--- src/common/dispatch_config.svh ---
`ifndef DISPATCH_CONFIG_SVH
`define DISPATCH_CONFIG_SVH

// Data words and instruction addresses share one width
`define DATA_W 32

// Architectural register file
`define REG_ADDR_W 5
`define NUM_REGS 32

// Every in-flight result is named by a tag from the free-tag FIFO
`define TAG_W 6
`define NUM_TAGS 64

`endif

--- src/common/dispatch_pkg.sv ---
`include "dispatch_config.svh"

package dispatch_pkg;

   typedef logic [`DATA_W-1:0] data_t;
   typedef logic [`REG_ADDR_W-1:0] reg_addr_t;
   typedef logic [`TAG_W-1:0] tag_t;

   // Primary opcodes handled by this dispatch stage
   typedef enum logic [5:0] {
      RTYPE = 6'h00,
      J     = 6'h02,
      BEQ   = 6'h04,
      BNE   = 6'h05,
      LW    = 6'h23,
      SW    = 6'h2b
   } opcode_t;

   // R-type functions that leave the integer queue
   typedef enum logic [5:0] {
      MULT  = 6'h18,
      MULTU = 6'h19,
      DIV   = 6'h1a,
      DIVU  = 6'h1b
   } funct_t;

   typedef enum logic [1:0] {
      Q_INT  = 2'd0,
      Q_LS   = 2'd1,
      Q_MULT = 2'd2,
      Q_DIV  = 2'd3
   } queue_sel_t;

   typedef enum logic {
      LS_LW = 1'b0,
      LS_SW = 1'b1
   } ls_op_t;

endpackage

--- src/dispatch/inst_decoder.sv ---
module inst_decoder
   import dispatch_pkg::*;
(
   input  data_t      inst,
   input  data_t      pc_plus4,
   output reg_addr_t  rs_addr,
   output reg_addr_t  rt_addr,
   output reg_addr_t  dest_addr,
   output queue_sel_t queue_sel,
   output logic       needs_queue,
   output logic       needs_tag,
   output logic       is_branch,
   output logic       is_jump,
   output logic       is_load,
   output logic       is_store,
   output logic [5:0] int_opcode,
   output ls_op_t     ls_opcode,
   output data_t      imm,
   output data_t      jump_addr,
   output data_t      branch_addr
);

   opcode_t     opcode;
   funct_t      funct;
   reg_addr_t   rd_addr;
   logic [15:0] imm16;
   logic [25:0] jump_field;

   // R, I and J formats overlap, so every field is split unconditionally
   assign opcode     = opcode_t'(inst[31:26]);
   assign rs_addr    = inst[25:21];
   assign rt_addr    = inst[20:16];
   assign rd_addr    = inst[15:11];
   assign funct      = funct_t'(inst[5:0]);
   assign imm16      = inst[15:0];
   assign jump_field = inst[25:0];

   always_comb begin
      queue_sel   = Q_INT;
      needs_queue = 1'b0;
      needs_tag   = 1'b0;
      is_branch   = 1'b0;
      is_jump     = 1'b0;
      is_load     = 1'b0;
      is_store    = 1'b0;
      int_opcode  = 6'h00;
      ls_opcode   = LS_LW;
      case (opcode)
         RTYPE: begin
            needs_queue = 1'b1;
            needs_tag   = 1'b1;
            case (funct)
               MULT, MULTU: queue_sel = Q_MULT;
               DIV, DIVU:   queue_sel = Q_DIV;
               default:     int_opcode = inst[5:0];
            endcase
         end
         BEQ, BNE: begin
            // Branches only compare, they never write a register
            needs_queue = 1'b1;
            is_branch   = 1'b1;
            int_opcode  = inst[31:26];
         end
         LW: begin
            queue_sel   = Q_LS;
            needs_queue = 1'b1;
            needs_tag   = 1'b1;
            is_load     = 1'b1;
            ls_opcode   = LS_LW;
         end
         SW: begin
            queue_sel   = Q_LS;
            needs_queue = 1'b1;
            is_store    = 1'b1;
            ls_opcode   = LS_SW;
         end
         J: is_jump = 1'b1;
         default: ;
      endcase
   end

   // A load writes rt, everything else that takes a tag writes rd
   assign dest_addr = is_load ? rt_addr : rd_addr;

   assign imm         = {{16{imm16[15]}}, imm16};
   assign branch_addr = pc_plus4 + {imm[29:0], 2'b00};
   assign jump_addr   = {pc_plus4[31:28], jump_field, 2'b00};

endmodule

--- src/dispatch/dispatch_ctrl.sv ---
module dispatch_ctrl
   import dispatch_pkg::*;
(
   input  logic       clk,
   input  logic       reset,
   input  logic       ifq_empty,
   input  logic       tag_empty,
   input  logic       needs_queue,
   input  logic       needs_tag,
   input  logic       is_branch,
   input  logic       is_jump,
   input  logic       is_load,
   input  logic       is_store,
   input  queue_sel_t queue_sel,
   input  tag_t       rs_tag,
   input  tag_t       rt_tag,
   input  logic       rs_busy,
   input  logic       rt_busy,
   input  data_t      rs_rf_data,
   input  data_t      rt_rf_data,
   input  data_t      jump_addr,
   input  data_t      branch_addr,
   input  tag_t       head_tag,
   input  logic       cdb_valid,
   input  tag_t       cdb_tag,
   input  data_t      cdb_data,
   input  logic       cdb_branch,
   input  logic       cdb_branch_taken,
   input  logic       int_ready,
   input  logic       ls_ready,
   input  logic       mult_ready,
   input  logic       div_ready,
   output logic       int_en,
   output logic       ls_en,
   output logic       mult_en,
   output logic       div_en,
   output logic       ifq_ren,
   output logic       ifq_branch_valid,
   output data_t      ifq_branch_addr,
   output logic       tag_pop,
   output logic       rst_write,
   output tag_t       rd_tag,
   output tag_t       rs_tag_out,
   output tag_t       rt_tag_out,
   output logic       rs_valid,
   output logic       rt_valid,
   output data_t      rs_data,
   output data_t      rt_data
);

   typedef enum logic {S_DISPATCH, S_BRANCH_STALL} state_t;

   state_t state;
   data_t  branch_target_r;
   logic   target_ready;
   logic   may_issue;
   logic   dispatch;
   logic   rs_fwd;
   logic   rt_fwd;

   always_comb begin
      case (queue_sel)
         Q_INT:   target_ready = int_ready;
         Q_LS:    target_ready = ls_ready;
         Q_MULT:  target_ready = mult_ready;
         default: target_ready = div_ready;
      endcase
   end

   // While a branch is unresolved only a not-taken result lets the next instruction go
   assign may_issue = (state == S_DISPATCH) || (cdb_branch && !cdb_branch_taken);
   assign dispatch  = needs_queue && target_ready && !ifq_empty && may_issue
                      && (!needs_tag || !tag_empty);

   assign int_en    = dispatch && (queue_sel == Q_INT);
   assign ls_en     = dispatch && (queue_sel == Q_LS);
   assign mult_en   = dispatch && (queue_sel == Q_MULT);
   assign div_en    = dispatch && (queue_sel == Q_DIV);
   assign ifq_ren   = dispatch;
   assign tag_pop   = dispatch && needs_tag;
   assign rst_write = dispatch && needs_tag;

   // Jumps redirect at once, taken branches redirect from the stall state
   assign ifq_branch_valid = (state == S_DISPATCH) ? (is_jump && !ifq_empty)
                                                   : (cdb_branch && cdb_branch_taken);
   assign ifq_branch_addr  = (state == S_DISPATCH) ? jump_addr : branch_target_r;

   always_ff @(posedge clk) begin
      if (reset) begin
         state <= S_DISPATCH;
      end else if (dispatch && is_branch) begin
         state <= S_BRANCH_STALL;
      end else if (state == S_BRANCH_STALL && cdb_branch) begin
         state <= S_DISPATCH;
      end
   end

   always_ff @(posedge clk) begin
      if (dispatch && is_branch) begin
         branch_target_r <= branch_addr;
      end
   end

   // A result on the CDB this cycle has not reached the register file yet
   assign rs_fwd = cdb_valid && rs_busy && (cdb_tag == rs_tag);
   assign rt_fwd = cdb_valid && rt_busy && (cdb_tag == rt_tag);

   assign rd_tag     = head_tag;
   assign rs_tag_out = rs_tag;
   assign rt_tag_out = is_load ? head_tag : rt_tag;
   assign rs_valid   = !rs_busy || rs_fwd;
   assign rt_valid   = is_store || !rt_busy || rt_fwd;
   assign rs_data    = rs_fwd ? cdb_data : rs_rf_data;
   assign rt_data    = rt_fwd ? cdb_data : rt_rf_data;

   // A branch outcome with no branch outstanding would be lost
   a_outcome_in_stall: assert property (@(posedge clk) disable iff (reset)
      cdb_branch |-> state == S_BRANCH_STALL);

   a_taken_has_outcome: assert property (@(posedge clk) disable iff (reset)
      cdb_branch_taken |-> cdb_branch);

endmodule

--- src/hw/reg_file.sv ---
`include "dispatch_config.svh"

module reg_file
   import dispatch_pkg::*;
(
   input  logic                 clk,
   input  logic                 reset,
   input  data_t                wdata,
   input  logic [`NUM_REGS-1:0] wen_onehot,
   input  reg_addr_t            rs_addr,
   input  reg_addr_t            rt_addr,
   input  reg_addr_t            debug_addr,
   output data_t                rs_data,
   output data_t                rt_data,
   output data_t                debug_data
);

   data_t regs [`NUM_REGS];

   // The status table decides which register a CDB result belongs to
   always_ff @(posedge clk) begin
      for (int i = 0; i < `NUM_REGS; i++) begin
         if (reset) begin
            regs[i] <= '0;
         end else if (wen_onehot[i]) begin
            regs[i] <= wdata;
         end
      end
   end

   assign rs_data    = regs[rs_addr];
   assign rt_data    = regs[rt_addr];
   assign debug_data = regs[debug_addr];

endmodule

--- src/hw/reg_status_table.sv ---
`include "dispatch_config.svh"

module reg_status_table
   import dispatch_pkg::*;
(
   input  logic                 clk,
   input  logic                 reset,
   input  reg_addr_t            rs_addr,
   input  reg_addr_t            rt_addr,
   output tag_t                 rs_tag,
   output tag_t                 rt_tag,
   output logic                 rs_busy,
   output logic                 rt_busy,
   input  logic                 write,
   input  reg_addr_t            write_addr,
   input  tag_t                 write_tag,
   input  logic                 cdb_valid,
   input  tag_t                 cdb_tag,
   output logic [`NUM_REGS-1:0] wen_onehot
);

   logic [`NUM_REGS-1:0] busy_r;
   tag_t                 tag_r [`NUM_REGS];

   assign rs_tag  = tag_r[rs_addr];
   assign rt_tag  = tag_r[rt_addr];
   assign rs_busy = busy_r[rs_addr];
   assign rt_busy = busy_r[rt_addr];

   // Only the latest producer of a register may write it back
   always_comb begin
      for (int i = 0; i < `NUM_REGS; i++) begin
         wen_onehot[i] = cdb_valid && busy_r[i] && (tag_r[i] == cdb_tag);
      end
   end

   always_ff @(posedge clk) begin
      for (int i = 0; i < `NUM_REGS; i++) begin
         if (reset) begin
            busy_r[i] <= 1'b0;
         end else if (write && write_addr == reg_addr_t'(i)) begin
            // A new dispatch wins over a broadcast of the older tag
            busy_r[i] <= 1'b1;
         end else if (wen_onehot[i]) begin
            busy_r[i] <= 1'b0;
         end
      end
   end

   always_ff @(posedge clk) begin
      if (write) begin
         tag_r[write_addr] <= write_tag;
      end
   end

   // Tags in flight are unique, so a broadcast names at most one register
   a_wen_onehot: assert property (@(posedge clk) disable iff (reset)
      $onehot0(wen_onehot));

endmodule

--- src/hw/tag_fifo.sv ---
`include "dispatch_config.svh"

module tag_fifo
   import dispatch_pkg::*;
(
   input  logic clk,
   input  logic reset,
   input  logic pop,
   output tag_t head_tag,
   output logic empty,
   input  logic push,
   input  tag_t push_tag
);

   localparam int PTR_W = $clog2(`NUM_TAGS);
   localparam int CNT_W = PTR_W + 1;

   tag_t             mem [`NUM_TAGS];
   logic [PTR_W-1:0] rd_ptr;
   logic [PTR_W-1:0] wr_ptr;
   logic [CNT_W-1:0] count;
   logic             full;

   function automatic logic [PTR_W-1:0] next_ptr(input logic [PTR_W-1:0] ptr);
      return (ptr == PTR_W'(`NUM_TAGS - 1)) ? '0 : ptr + 1'b1;
   endfunction

   assign head_tag = mem[rd_ptr];
   assign empty    = (count == '0);
   assign full     = (count == CNT_W'(`NUM_TAGS));

   // Every tag starts out free, in ascending order
   always_ff @(posedge clk) begin
      if (reset) begin
         for (int i = 0; i < `NUM_TAGS; i++) begin
            mem[i] <= tag_t'(i);
         end
         rd_ptr <= '0;
         wr_ptr <= '0;
         count  <= CNT_W'(`NUM_TAGS);
      end else begin
         if (pop) begin
            rd_ptr <= next_ptr(rd_ptr);
         end
         if (push) begin
            mem[wr_ptr] <= push_tag;
            wr_ptr      <= next_ptr(wr_ptr);
         end
         case ({push, pop})
            2'b10:   count <= count + 1'b1;
            2'b01:   count <= count - 1'b1;
            default: count <= count;
         endcase
      end
   end

   // A returned tag must have been handed out earlier
   a_no_push_full: assert property (@(posedge clk) disable iff (reset)
      push |-> !full);

endmodule

--- src/dispatch/dispatch_unit.sv ---
`include "dispatch_config.svh"

module dispatch_unit
   import dispatch_pkg::*;
(
   input  logic       clk,
   input  logic       reset,
   input  data_t      inst,
   input  data_t      pc_plus4,
   input  logic       ifq_empty,
   output logic       ifq_ren,
   output logic       ifq_branch_valid,
   output data_t      ifq_branch_addr,
   input  logic       cdb_valid,
   input  tag_t       cdb_tag,
   input  data_t      cdb_data,
   input  logic       cdb_branch,
   input  logic       cdb_branch_taken,
   output data_t      imm,
   output tag_t       rd_tag,
   output tag_t       rs_tag,
   output tag_t       rt_tag,
   output data_t      rs_data,
   output data_t      rt_data,
   output logic       rs_valid,
   output logic       rt_valid,
   input  logic       int_ready,
   output logic       int_en,
   output logic [5:0] int_opcode,
   input  logic       ls_ready,
   output logic       ls_en,
   output ls_op_t     ls_opcode,
   input  logic       mult_ready,
   output logic       mult_en,
   input  logic       div_ready,
   output logic       div_en,
   input  reg_addr_t  debug_addr,
   output data_t      debug_data
);

   reg_addr_t          rs_addr;
   reg_addr_t          rt_addr;
   reg_addr_t          dest_addr;
   queue_sel_t         queue_sel;
   logic               needs_queue;
   logic               needs_tag;
   logic               is_branch;
   logic               is_jump;
   logic               is_load;
   logic               is_store;
   data_t              jump_addr;
   data_t              branch_addr;
   data_t              rs_rf_data;
   data_t              rt_rf_data;
   tag_t               rst_rs_tag;
   tag_t               rst_rt_tag;
   logic               rs_busy;
   logic               rt_busy;
   logic               rst_write;
   logic [`NUM_REGS-1:0] wen_onehot;
   tag_t               head_tag;
   logic               tag_empty;
   logic               tag_pop;

   inst_decoder decoder_i (
      .inst        (inst),
      .pc_plus4    (pc_plus4),
      .rs_addr     (rs_addr),
      .rt_addr     (rt_addr),
      .dest_addr   (dest_addr),
      .queue_sel   (queue_sel),
      .needs_queue (needs_queue),
      .needs_tag   (needs_tag),
      .is_branch   (is_branch),
      .is_jump     (is_jump),
      .is_load     (is_load),
      .is_store    (is_store),
      .int_opcode  (int_opcode),
      .ls_opcode   (ls_opcode),
      .imm         (imm),
      .jump_addr   (jump_addr),
      .branch_addr (branch_addr)
   );

   dispatch_ctrl ctrl_i (
      .clk              (clk),
      .reset            (reset),
      .ifq_empty        (ifq_empty),
      .tag_empty        (tag_empty),
      .needs_queue      (needs_queue),
      .needs_tag        (needs_tag),
      .is_branch        (is_branch),
      .is_jump          (is_jump),
      .is_load          (is_load),
      .is_store         (is_store),
      .queue_sel        (queue_sel),
      .rs_tag           (rst_rs_tag),
      .rt_tag           (rst_rt_tag),
      .rs_busy          (rs_busy),
      .rt_busy          (rt_busy),
      .rs_rf_data       (rs_rf_data),
      .rt_rf_data       (rt_rf_data),
      .jump_addr        (jump_addr),
      .branch_addr      (branch_addr),
      .head_tag         (head_tag),
      .cdb_valid        (cdb_valid),
      .cdb_tag          (cdb_tag),
      .cdb_data         (cdb_data),
      .cdb_branch       (cdb_branch),
      .cdb_branch_taken (cdb_branch_taken),
      .int_ready        (int_ready),
      .ls_ready         (ls_ready),
      .mult_ready       (mult_ready),
      .div_ready        (div_ready),
      .int_en           (int_en),
      .ls_en            (ls_en),
      .mult_en          (mult_en),
      .div_en           (div_en),
      .ifq_ren          (ifq_ren),
      .ifq_branch_valid (ifq_branch_valid),
      .ifq_branch_addr  (ifq_branch_addr),
      .tag_pop          (tag_pop),
      .rst_write        (rst_write),
      .rd_tag           (rd_tag),
      .rs_tag_out       (rs_tag),
      .rt_tag_out       (rt_tag),
      .rs_valid         (rs_valid),
      .rt_valid         (rt_valid),
      .rs_data          (rs_data),
      .rt_data          (rt_data)
   );

   reg_file reg_file_i (
      .clk        (clk),
      .reset      (reset),
      .wdata      (cdb_data),
      .wen_onehot (wen_onehot),
      .rs_addr    (rs_addr),
      .rt_addr    (rt_addr),
      .debug_addr (debug_addr),
      .rs_data    (rs_rf_data),
      .rt_data    (rt_rf_data),
      .debug_data (debug_data)
   );

   reg_status_table rst_i (
      .clk        (clk),
      .reset      (reset),
      .rs_addr    (rs_addr),
      .rt_addr    (rt_addr),
      .rs_tag     (rst_rs_tag),
      .rt_tag     (rst_rt_tag),
      .rs_busy    (rs_busy),
      .rt_busy    (rt_busy),
      .write      (rst_write),
      .write_addr (dest_addr),
      .write_tag  (head_tag),
      .cdb_valid  (cdb_valid),
      .cdb_tag    (cdb_tag),
      .wen_onehot (wen_onehot)
   );

   tag_fifo tag_fifo_i (
      .clk      (clk),
      .reset    (reset),
      .pop      (tag_pop),
      .head_tag (head_tag),
      .empty    (tag_empty),
      .push     (cdb_valid),
      .push_tag (cdb_tag)
   );

endmodule

--- config.mk ---
export PLATFORM = sky130hd
export DESIGN_NAME = dispatch_unit
export DESIGN_NICKNAME = d
export VERILOG_FILES = /design/src/common/dispatch_pkg.sv /design/src/dispatch/inst_decoder.sv /design/src/dispatch/dispatch_ctrl.sv /design/src/hw/reg_file.sv /design/src/hw/reg_status_table.sv /design/src/hw/tag_fifo.sv /design/src/dispatch/dispatch_unit.sv
export VERILOG_INCLUDE_DIRS = /design/src /design/src/common
export SDC_FILE = /design/constraint.sdc
export NUM_CORES = 2
export LEC_CHECK = 0
export CAP_MARGIN = 25
export CORE_MARGIN = 2
export CORE_UTILIZATION = 45
export CTS_CLUSTER_SIZE = 25
export DETAILED_ROUTE_END_ITERATION = 8
export DONT_BUFFER_PORTS = 1
export GPL_TIMING_DRIVEN = 0
export HOLD_SLACK_MARGIN = 0.08
export SLEW_MARGIN = 10
export SYNTH_ARGS = -nofsm -noshare
export SYNTH_HDL_FRONTEND = slang
export SYNTH_HIERARCHICAL = 1
export SYNTH_SLANG_ARGS = --single-unit
--- constraint.sdc ---
create_clock -name clk -period 5.4 [get_ports clk]
set_input_delay 0.54 -clock clk [delete_from_list [all_inputs] [get_ports clk]]
set_output_delay 0.54 -clock clk [all_outputs]
set_load 0.01 [all_outputs]
* After elaboration in Yosys (flattened, before gate mapping)
Memories as Yosys holds them, arrays and structs flattened. A register that Yosys moved wholly into a read port is not among the register bits. Cells that the tools add are included. Widths: inputs -> output; s select.
Word-level totals: flip-flop bits (word level) 84, memory bits (writable) 1600, input bits 117, output and inout port bits 193, logic and storage cells 562, memories 3
Operators by class: add/sub/neg operators 5, $lt $le $gt $ge 2, equal/unequal tests 81, mux-type cells 230, bitwise operators 33, reductions and logical operators 171
Memory list:
- reg_file_i.regs | words 32, width 32, read ports 3, clocked after Yosys merged registers in 0, wr ports 32, RTL line reg_file.sv:18 | data_t regs [`NUM_REGS];
- tag_fifo_i.mem | words 64, width 6, read ports 1, clocked after Yosys merged registers in 1, wr ports 64, RTL line tag_fifo.sv:18 | tag_t mem [`NUM_TAGS];
- rst_i.tag_r | words 32, width 6, read ports 34, clocked after Yosys merged registers in 0, wr ports 1, RTL line reg_status_table.sv:23 | tag_t tag_r [`NUM_REGS];
Operators with widths (count):
- $mux 32 | 35
- $eq 6x6->1 | 34
- $mux 1 | 179
- $logic_and 1x1->1 | 114
- $eq 5x5->1 const B | 16
- $reduce_bool 2->1 | 34
- $mux 6 | 8
- $eq 5x4->1 const B | 8
- $add 32x32->32 | 1
- $or 1x1->1 | 32
- $eq 6x5->1 const B | 4
- $eq 6x6->1 const B | 4
- $eq 5x3->1 const B | 4
- $pmux 7 s2 | 1
- $add 6x1->6 const B | 2
- $eq 6x3->1 const B | 2
- $lt 5x6->1 const B | 2
- $pmux 6 s2 | 1
- $bmux 1 s5 | 2
- $eq 5x2->1 const B | 2
- $reduce_or 2->1 | 5
- $pmux 2 s2 | 2
- $add 7x1->7 const B | 1
- $logic_not 7->1 | 1
- 16 further kinds | 28

* Longest topological paths before layout
depth after elaboration 13, gate-level depth with buffers 20, mapped depth without buffers 18

* Cells and area by module
The synthesis kept the hierarchy.
By module, submodules not included:
- reg_file | times used 1, cells an instance 5784, area each 65052.4 µm², seq. area each 30749.5 µm²
- tag_fifo | times used 1, cells an instance 1416, area each 19182.1 µm², seq. area each 12031.5 µm²
- reg_status_table | times used 1, cells an instance 908, area each 13091.3 µm², seq. area each 6406.1 µm²
- dispatch_ctrl | times used 1, cells an instance 200, area each 2836.5 µm², seq. area each 980.9 µm²
- inst_decoder | times used 1, cells an instance 354, area each 2458.6 µm², seq. area each 0.0 µm²

* Worst setup path before layout
No wires, ideal clock.
path type input -> register, start input inst[31], end register tag_fifo_i.count[6], setup time 127 ps, data arrival time 4216 ps, required time 5273 ps, setup slack 1057 ps, stages on the path 20, buffers on the path 2, cell sequence or2_2 > nor4_1 > nor2b_1 > and2_1 > nand2_1 > nand2_1 > a221oi_1 > nand4_1 > inv_1 > and2_1 > buf_4 > ha_1 > buf_2 > xor2_1 > ha_1 > a21oi_1 > a21oi_1 > o22a_1 > o21ai_0 > or3b_1
On the way: longest elaborated chain between the ends 12, elaborated cells on any way between the ends 26, classes of those cells eq/ne: 8; mux: 5; reduce/logical: 13
RTL lines:
- start, declared | RTL line dispatch_unit.sv:8 | input data_t inst,
- $eq 6x6->1 | RTL line inst_decoder.sv:48 | case (opcode)
- $reduce_or 2->1 (no line)
- $pmux 2 s2 * | RTL line inst_decoder.sv:48
- named net queue_sel[1] | RTL line dispatch_unit.sv:44 | queue_sel_t queue_sel;
- $eq 2x2->1 (tied with other cells) | RTL line dispatch_ctrl.sv:62 | case (queue_sel)
- $pmux 1 s3 * | RTL line dispatch_ctrl.sv:62
- $logic_and 1x1->1 * (3 in a row) | RTL line dispatch_ctrl.sv:72 | assign dispatch = needs_queue && target_ready && !ifq_empty && may_issue
- $logic_and 1x1->1 * | RTL line dispatch_ctrl.sv:73 | && (!needs_tag || !tag_empty);
- named net ifq_ren | RTL line dispatch_unit.sv:11 | output logic ifq_ren,
- $logic_and 1x1->1 *
- named net rst_write | RTL line dispatch_unit.sv:59 | logic rst_write;
- $eq 2x1->1 / $eq 2x2->1 (equally long branches) | RTL line tag_fifo.sv:49 | case ({push, pop})
- $pmux 7 s2 / $reduce_bool 2->1 (equally long branches)
- end signal, assigned | RTL line tag_fifo.sv:50 | 2'b10: count <= count + 1'b1;
- end signal, assigned | RTL line tag_fifo.sv:51 | 2'b01: count <= count - 1'b1;
- end signal, assigned | RTL line tag_fifo.sv:52 | default: count <= count;
- end, declared | RTL line tag_fifo.sv:21 | logic [CNT_W-1:0] count;
The timed path passes the listed nets; every way through them passes the cells marked *. A chain may end at the register's enable or synchronous reset.

==> results.txt <==
----------------------------------------------------
[GRT]
  Number of global-route vias before repair ... 79600
  Remaining global-route overflow ... 0
  Met1 track demand over resource ... 50.2%
  Total routing usage reported by global routing ... 40.6%
  Number of antenna violations at the first check in global routing ... 43
  Most Crowded Layer GR ... met2
  Met3 layer usage reported by global route ... between 10 and 15%
  Maximum number of pins on one net before global-route repair ... 33
  Wire length of the first global-routing pass ... about 650000 um
  Global-route met2 utilization ... 58.9%

[Synth]
  Mean area per synthesized cell ... between 10 and 15 um^2
  Unique masters post-synth ... between 80 and 90
  Register bit count reported by yosys ... 1690
  Share of the yosys chip area belonging to registers ... 48.9%
  Post-synth EDFFs ... 1632
  Cell type with the largest total area after synthesis ... sky130_fd_sc_hd__edfxtp_1
  Share of synthesized flip-flops with an asynchronous set or reset ... 0%
  Yosys Warn Count ... 6
  Top cells by area in the synthesized netlist ... sky130_fd_sc_hd__edfxtp_1, sky130_fd_sc_hd__mux2i_1, sky130_fd_sc_hd__and2_1, sky130_fd_sc_hd__mux4_2, sky130_fd_sc_hd__a22oi_1
  Top-area cell type share of the netlist area ... 47.8%
  Post-synthesis cell count ... 8662
  Predominant post-synthesis flop cell ... sky130_fd_sc_hd__edfxtp_1
  Netlist area before placement ... 103000 um^2

[Detailed routing]
  Residual DRC count ... 0
  Overall routed net length ... 482000 um
  Detail-routed via count per cell ... 6.76
  Total vias in the final route ... 82600
  Iteration-0 DRC Markers ... 12600
  Routed wirelength normalized by instance count ... 39.5 um
  Number of optimization iterations in the first detailed-route pass ... 6
  Number of nets still failing antenna checks after routing ... 0

[Setup path]
  Critical path endpoint category ... primary output
  Worst-path cell with the longest stage delay ... sky130_fd_sc_hd__nand4_4
  CP peak stage delay ... 620 ps
  Classification of the worst setup path ... flop to primary output
  Required time of the critical path ... 4860 ps
  Crit path arrival time ... 4870 ps
  CP most frequent cell ... sky130_fd_sc_hd__mux4_2
  Largest fanout on the critical path ... 10
  Startpoint types ... flop
  Cells along the critical path ... mux4_2 > mux4_2 > mux2_2 > xor2_1 > nor4_2 > nand4_4 > buf_6 > mux2_4

[STA]
  Slew at the pin closest to its max-slew limit ... around 1300 ps
  Setup WS post-layout ... -7.96 ps
  Setup repair after global routing missed its margin ... no
  Setup Total Neg Slack ... -8.00 ps
  Endpoints failing setup ... 2
  Minimum clock period ... 5410 ps
  Remaining max-slew budget at the tightest pin ... 13.5%
  Worst clock skew ... 72.0 ps
  Top achievable clock speed ... 185 MHz
  Number of endpoints with negative hold slack in the final report ... 0
  Share of the clock period used by the worst path ... 100%
  Final number of max-transition violations ... 0

[Clocking]
  Post-CTS Setup Bufs ... 0
  Number of clock sinks ... about 1700
  Inserted Clock Buffers ... between 150 and 200
  Clock Root Buffer ... sky130_fd_sc_hd__clkbuf_16
  Clock latency on the worst-skew pair ... 940 ps
  Clock tree from TritonCTS ... yes
  Deepest clock path buffer count ... 3
  Clock slew at reported path FFs ... approximately 60 ps
  Max H-tree Level ... 4

[Final layout]
  Final std cells w/o fill ... 12200
  Post-route standard cell area excluding fillers ... 115000 um^2
  Layout cell share with drive strength beyond 1 ... 13.9%
  Post-layout net count ... approximately 9200
  Layout Area Growth over Synthesis ... 12.0%

[Place]
  Total instance count after detailed placement ... 11700
  Detailed placer's ending HPWL ... 348000 um
  Number of I/O port buffers ... 0
  Placer Congestion ... 1.07
  Area after DPL ... 108000 um^2

[Floorplan]
  Number of placed I/O pins ... 310
  Starting utilization of the core area ... 45.2%
  Overall die width ... roughly 480 um
  Core ar. ... 227000 um^2
  Die outline area ... 232000 um^2
  Die Ht ... 482 um
  Site row count ... between 150 and 200

[Power]
  Leakage component of the power ... 43.6 nW
  Power density cells ... 288 nW/um^2
  Max VDD drop ... 0.000376 V
  Total Power Consumption ... 33.1 mW

[Job]
  Reported max-cap violation count ... 0

[Min path]
  Worst min path class ... primary input to flop

[Outcome]
  Run status ... complete, but fails checks
  Failing checks ... setup timing

----------------------------------------------------
==> logic make-up (layout without fill, tap and decap cells) <==
family	Yosys count	in the layout	synth area share [%]
simple gates	2738	2738	14.4
other cells	1	31	0.00365
fa+ha+maj	35	35	0.434
flops	1690	1690	48.9
mux	1918	1918	21.9
compound gates	1108	1108	7.33
xor+xnor	241	241	2.06
buf+inv	931	1441	4.91
==> registers in the layout (all words and copies together), names as in the netlist, 6 cells and up, named ones only <==
signal                  count
tag_fifo_i/rd_ptr           6
rst_i/tag_r               192
tag_fifo_i/wr_ptr           6
tag_fifo_i/count            7
tag_fifo_i/mem            384
ctrl_i/branch_target_r     32
rst_i/busy_r               32
reg_file_i/regs          1024
==> cell type report <==
| cell class | count | area [um^2] |
|---|---|---|
| antenna | 29 | 72.6 |
| clock buffer | 244 | 5130 |
| buffer | 876 | 4860 |
| inverter | 53 | 199 |
| multi-input combinational | 6042 | 47600 |
| tap | 3009 | 3760 |
| clock inverter | 119 | 1290 |
| fill | 20100 | 112000 |
| sequential | 1690 | 50200 |
| timing repair buffer | 149 | 1900 |
==> synth_stat cells (all sizes together), types with 53 or more instances <==
cell	number
xnor2	92
mux2i	1561
xor2	149
a22o	193
buf	431
dfxtp	58
edfxtp	1632
nor3	229
a22oi	294
mux4	235
and2	1135
nor2	141
a21oi	363
inv	53
nand2	559
a31oi	108
nand3	315
or2	108
or3	92
mux2	122
nor2b	55
clkbuf	447
==> stage by stage <==
step / hold WS [ps] / worst slack, ps / utilization (%)
CTS: 80.3 / 164 / 50.5
global placement: 495 / -1920 / 46.9
floorplan: 462 / 1060 / -
detailed placement: 497 / -743 / 47.3
finish: 121 / -7.96 / 50.6
global route: 98.1 / 13.5 / 50.6
==> cells in the final DEF, fill, tap and decap left out, types with 29 or more instances in the layout <==
| cell | count |
|---|---|
| sky130_fd_sc_hd__buf_2 | 126 |
| sky130_fd_sc_hd__or3_1 | 92 |
| sky130_fd_sc_hd__nor2_1 | 140 |
| sky130_fd_sc_hd__and2_1 | 1134 |
| sky130_fd_sc_hd__a31oi_1 | 107 |
| sky130_fd_sc_hd__buf_8 | 35 |
| sky130_fd_sc_hd__xnor2_1 | 92 |
| sky130_fd_sc_hd__clkinv_2 | 33 |
| sky130_fd_sc_hd__clkinv_1 | 43 |
| sky130_fd_sc_hd__nor2b_1 | 44 |
| sky130_fd_sc_hd__or4_1 | 33 |
| sky130_fd_sc_hd__diode_2 | 29 |
| sky130_fd_sc_hd__clkbuf_1 | 474 |
| sky130_fd_sc_hd__clkbuf_16 | 197 |
| sky130_fd_sc_hd__inv_1 | 49 |
| sky130_fd_sc_hd__mux2_4 | 58 |
| sky130_fd_sc_hd__edfxtp_1 | 1632 |
| sky130_fd_sc_hd__buf_6 | 104 |
| sky130_fd_sc_hd__or2_2 | 82 |
| sky130_fd_sc_hd__nor3_1 | 228 |
| sky130_fd_sc_hd__nand3_1 | 315 |
| sky130_fd_sc_hd__dlygate4sd3_1 | 66 |
| sky130_fd_sc_hd__a21oi_1 | 362 |
| sky130_fd_sc_hd__mux2i_1 | 1561 |
| sky130_fd_sc_hd__o31ai_1 | 35 |
| sky130_fd_sc_hd__nand2_1 | 559 |
| sky130_fd_sc_hd__xor2_1 | 149 |
| sky130_fd_sc_hd__buf_4 | 187 |
| sky130_fd_sc_hd__o21ai_0 | 35 |
| sky130_fd_sc_hd__mux2_2 | 64 |
| sky130_fd_sc_hd__ha_1 | 34 |
| sky130_fd_sc_hd__buf_1 | 32 |
| sky130_fd_sc_hd__a22oi_1 | 293 |
| sky130_fd_sc_hd__dfxtp_1 | 58 |
| sky130_fd_sc_hd__mux4_2 | 234 |
| sky130_fd_sc_hd__a22o_1 | 193 |
==> power breakdown <==
group	total (mW)	internal (mW)	switching [mW]
Clock	13.5	7.51	5.95
Sequential	14.9	14.7	0.235
Combinational	4.74	1.50	3.24
Total	33.1	23.7	9.42
==> what timing repair did <==
| item | in CTS | in global routing |
|---|---|---|
| hold buffers | 66 | 0 |
| hold endpoints to repair | 114 | 0 |
| endpoints found under the setup margin | 66 | 0 |
| gates resized for setup | 12 | 0 |
==> worst paths after layout <==
kind,start,end,slack [ps],cells after the start
setup reg to reg,rst_i/tag_r[24][3],reg_file_i/regs[24][5],950,6
hold reg to reg,rst_i/busy_r[13],rst_i/busy_r[13],510,2
hold / removal,reset,rst_i/busy_r[8],120,2
setup / recovery,rst_i/tag_r[5][3],rs_data[23],-8,8
==> routing by layer <==
layer / up-vias / wire length, um
met5: - / 189
met4: 24 / 42500
met3: 1640 / 61900
met2: 6604 / 202000
met1: 41400 / 175000
li1: 32900 / -
==> critical path, delay by kind of cell (launching register included) <==
family,cells,cell delay [ps]
flops,1,460
xor+xnor,1,170
simple gates,2,1010
mux,4,1880
buf+inv,1,450
Note: power is estimated with default switching activity, not from simulation.
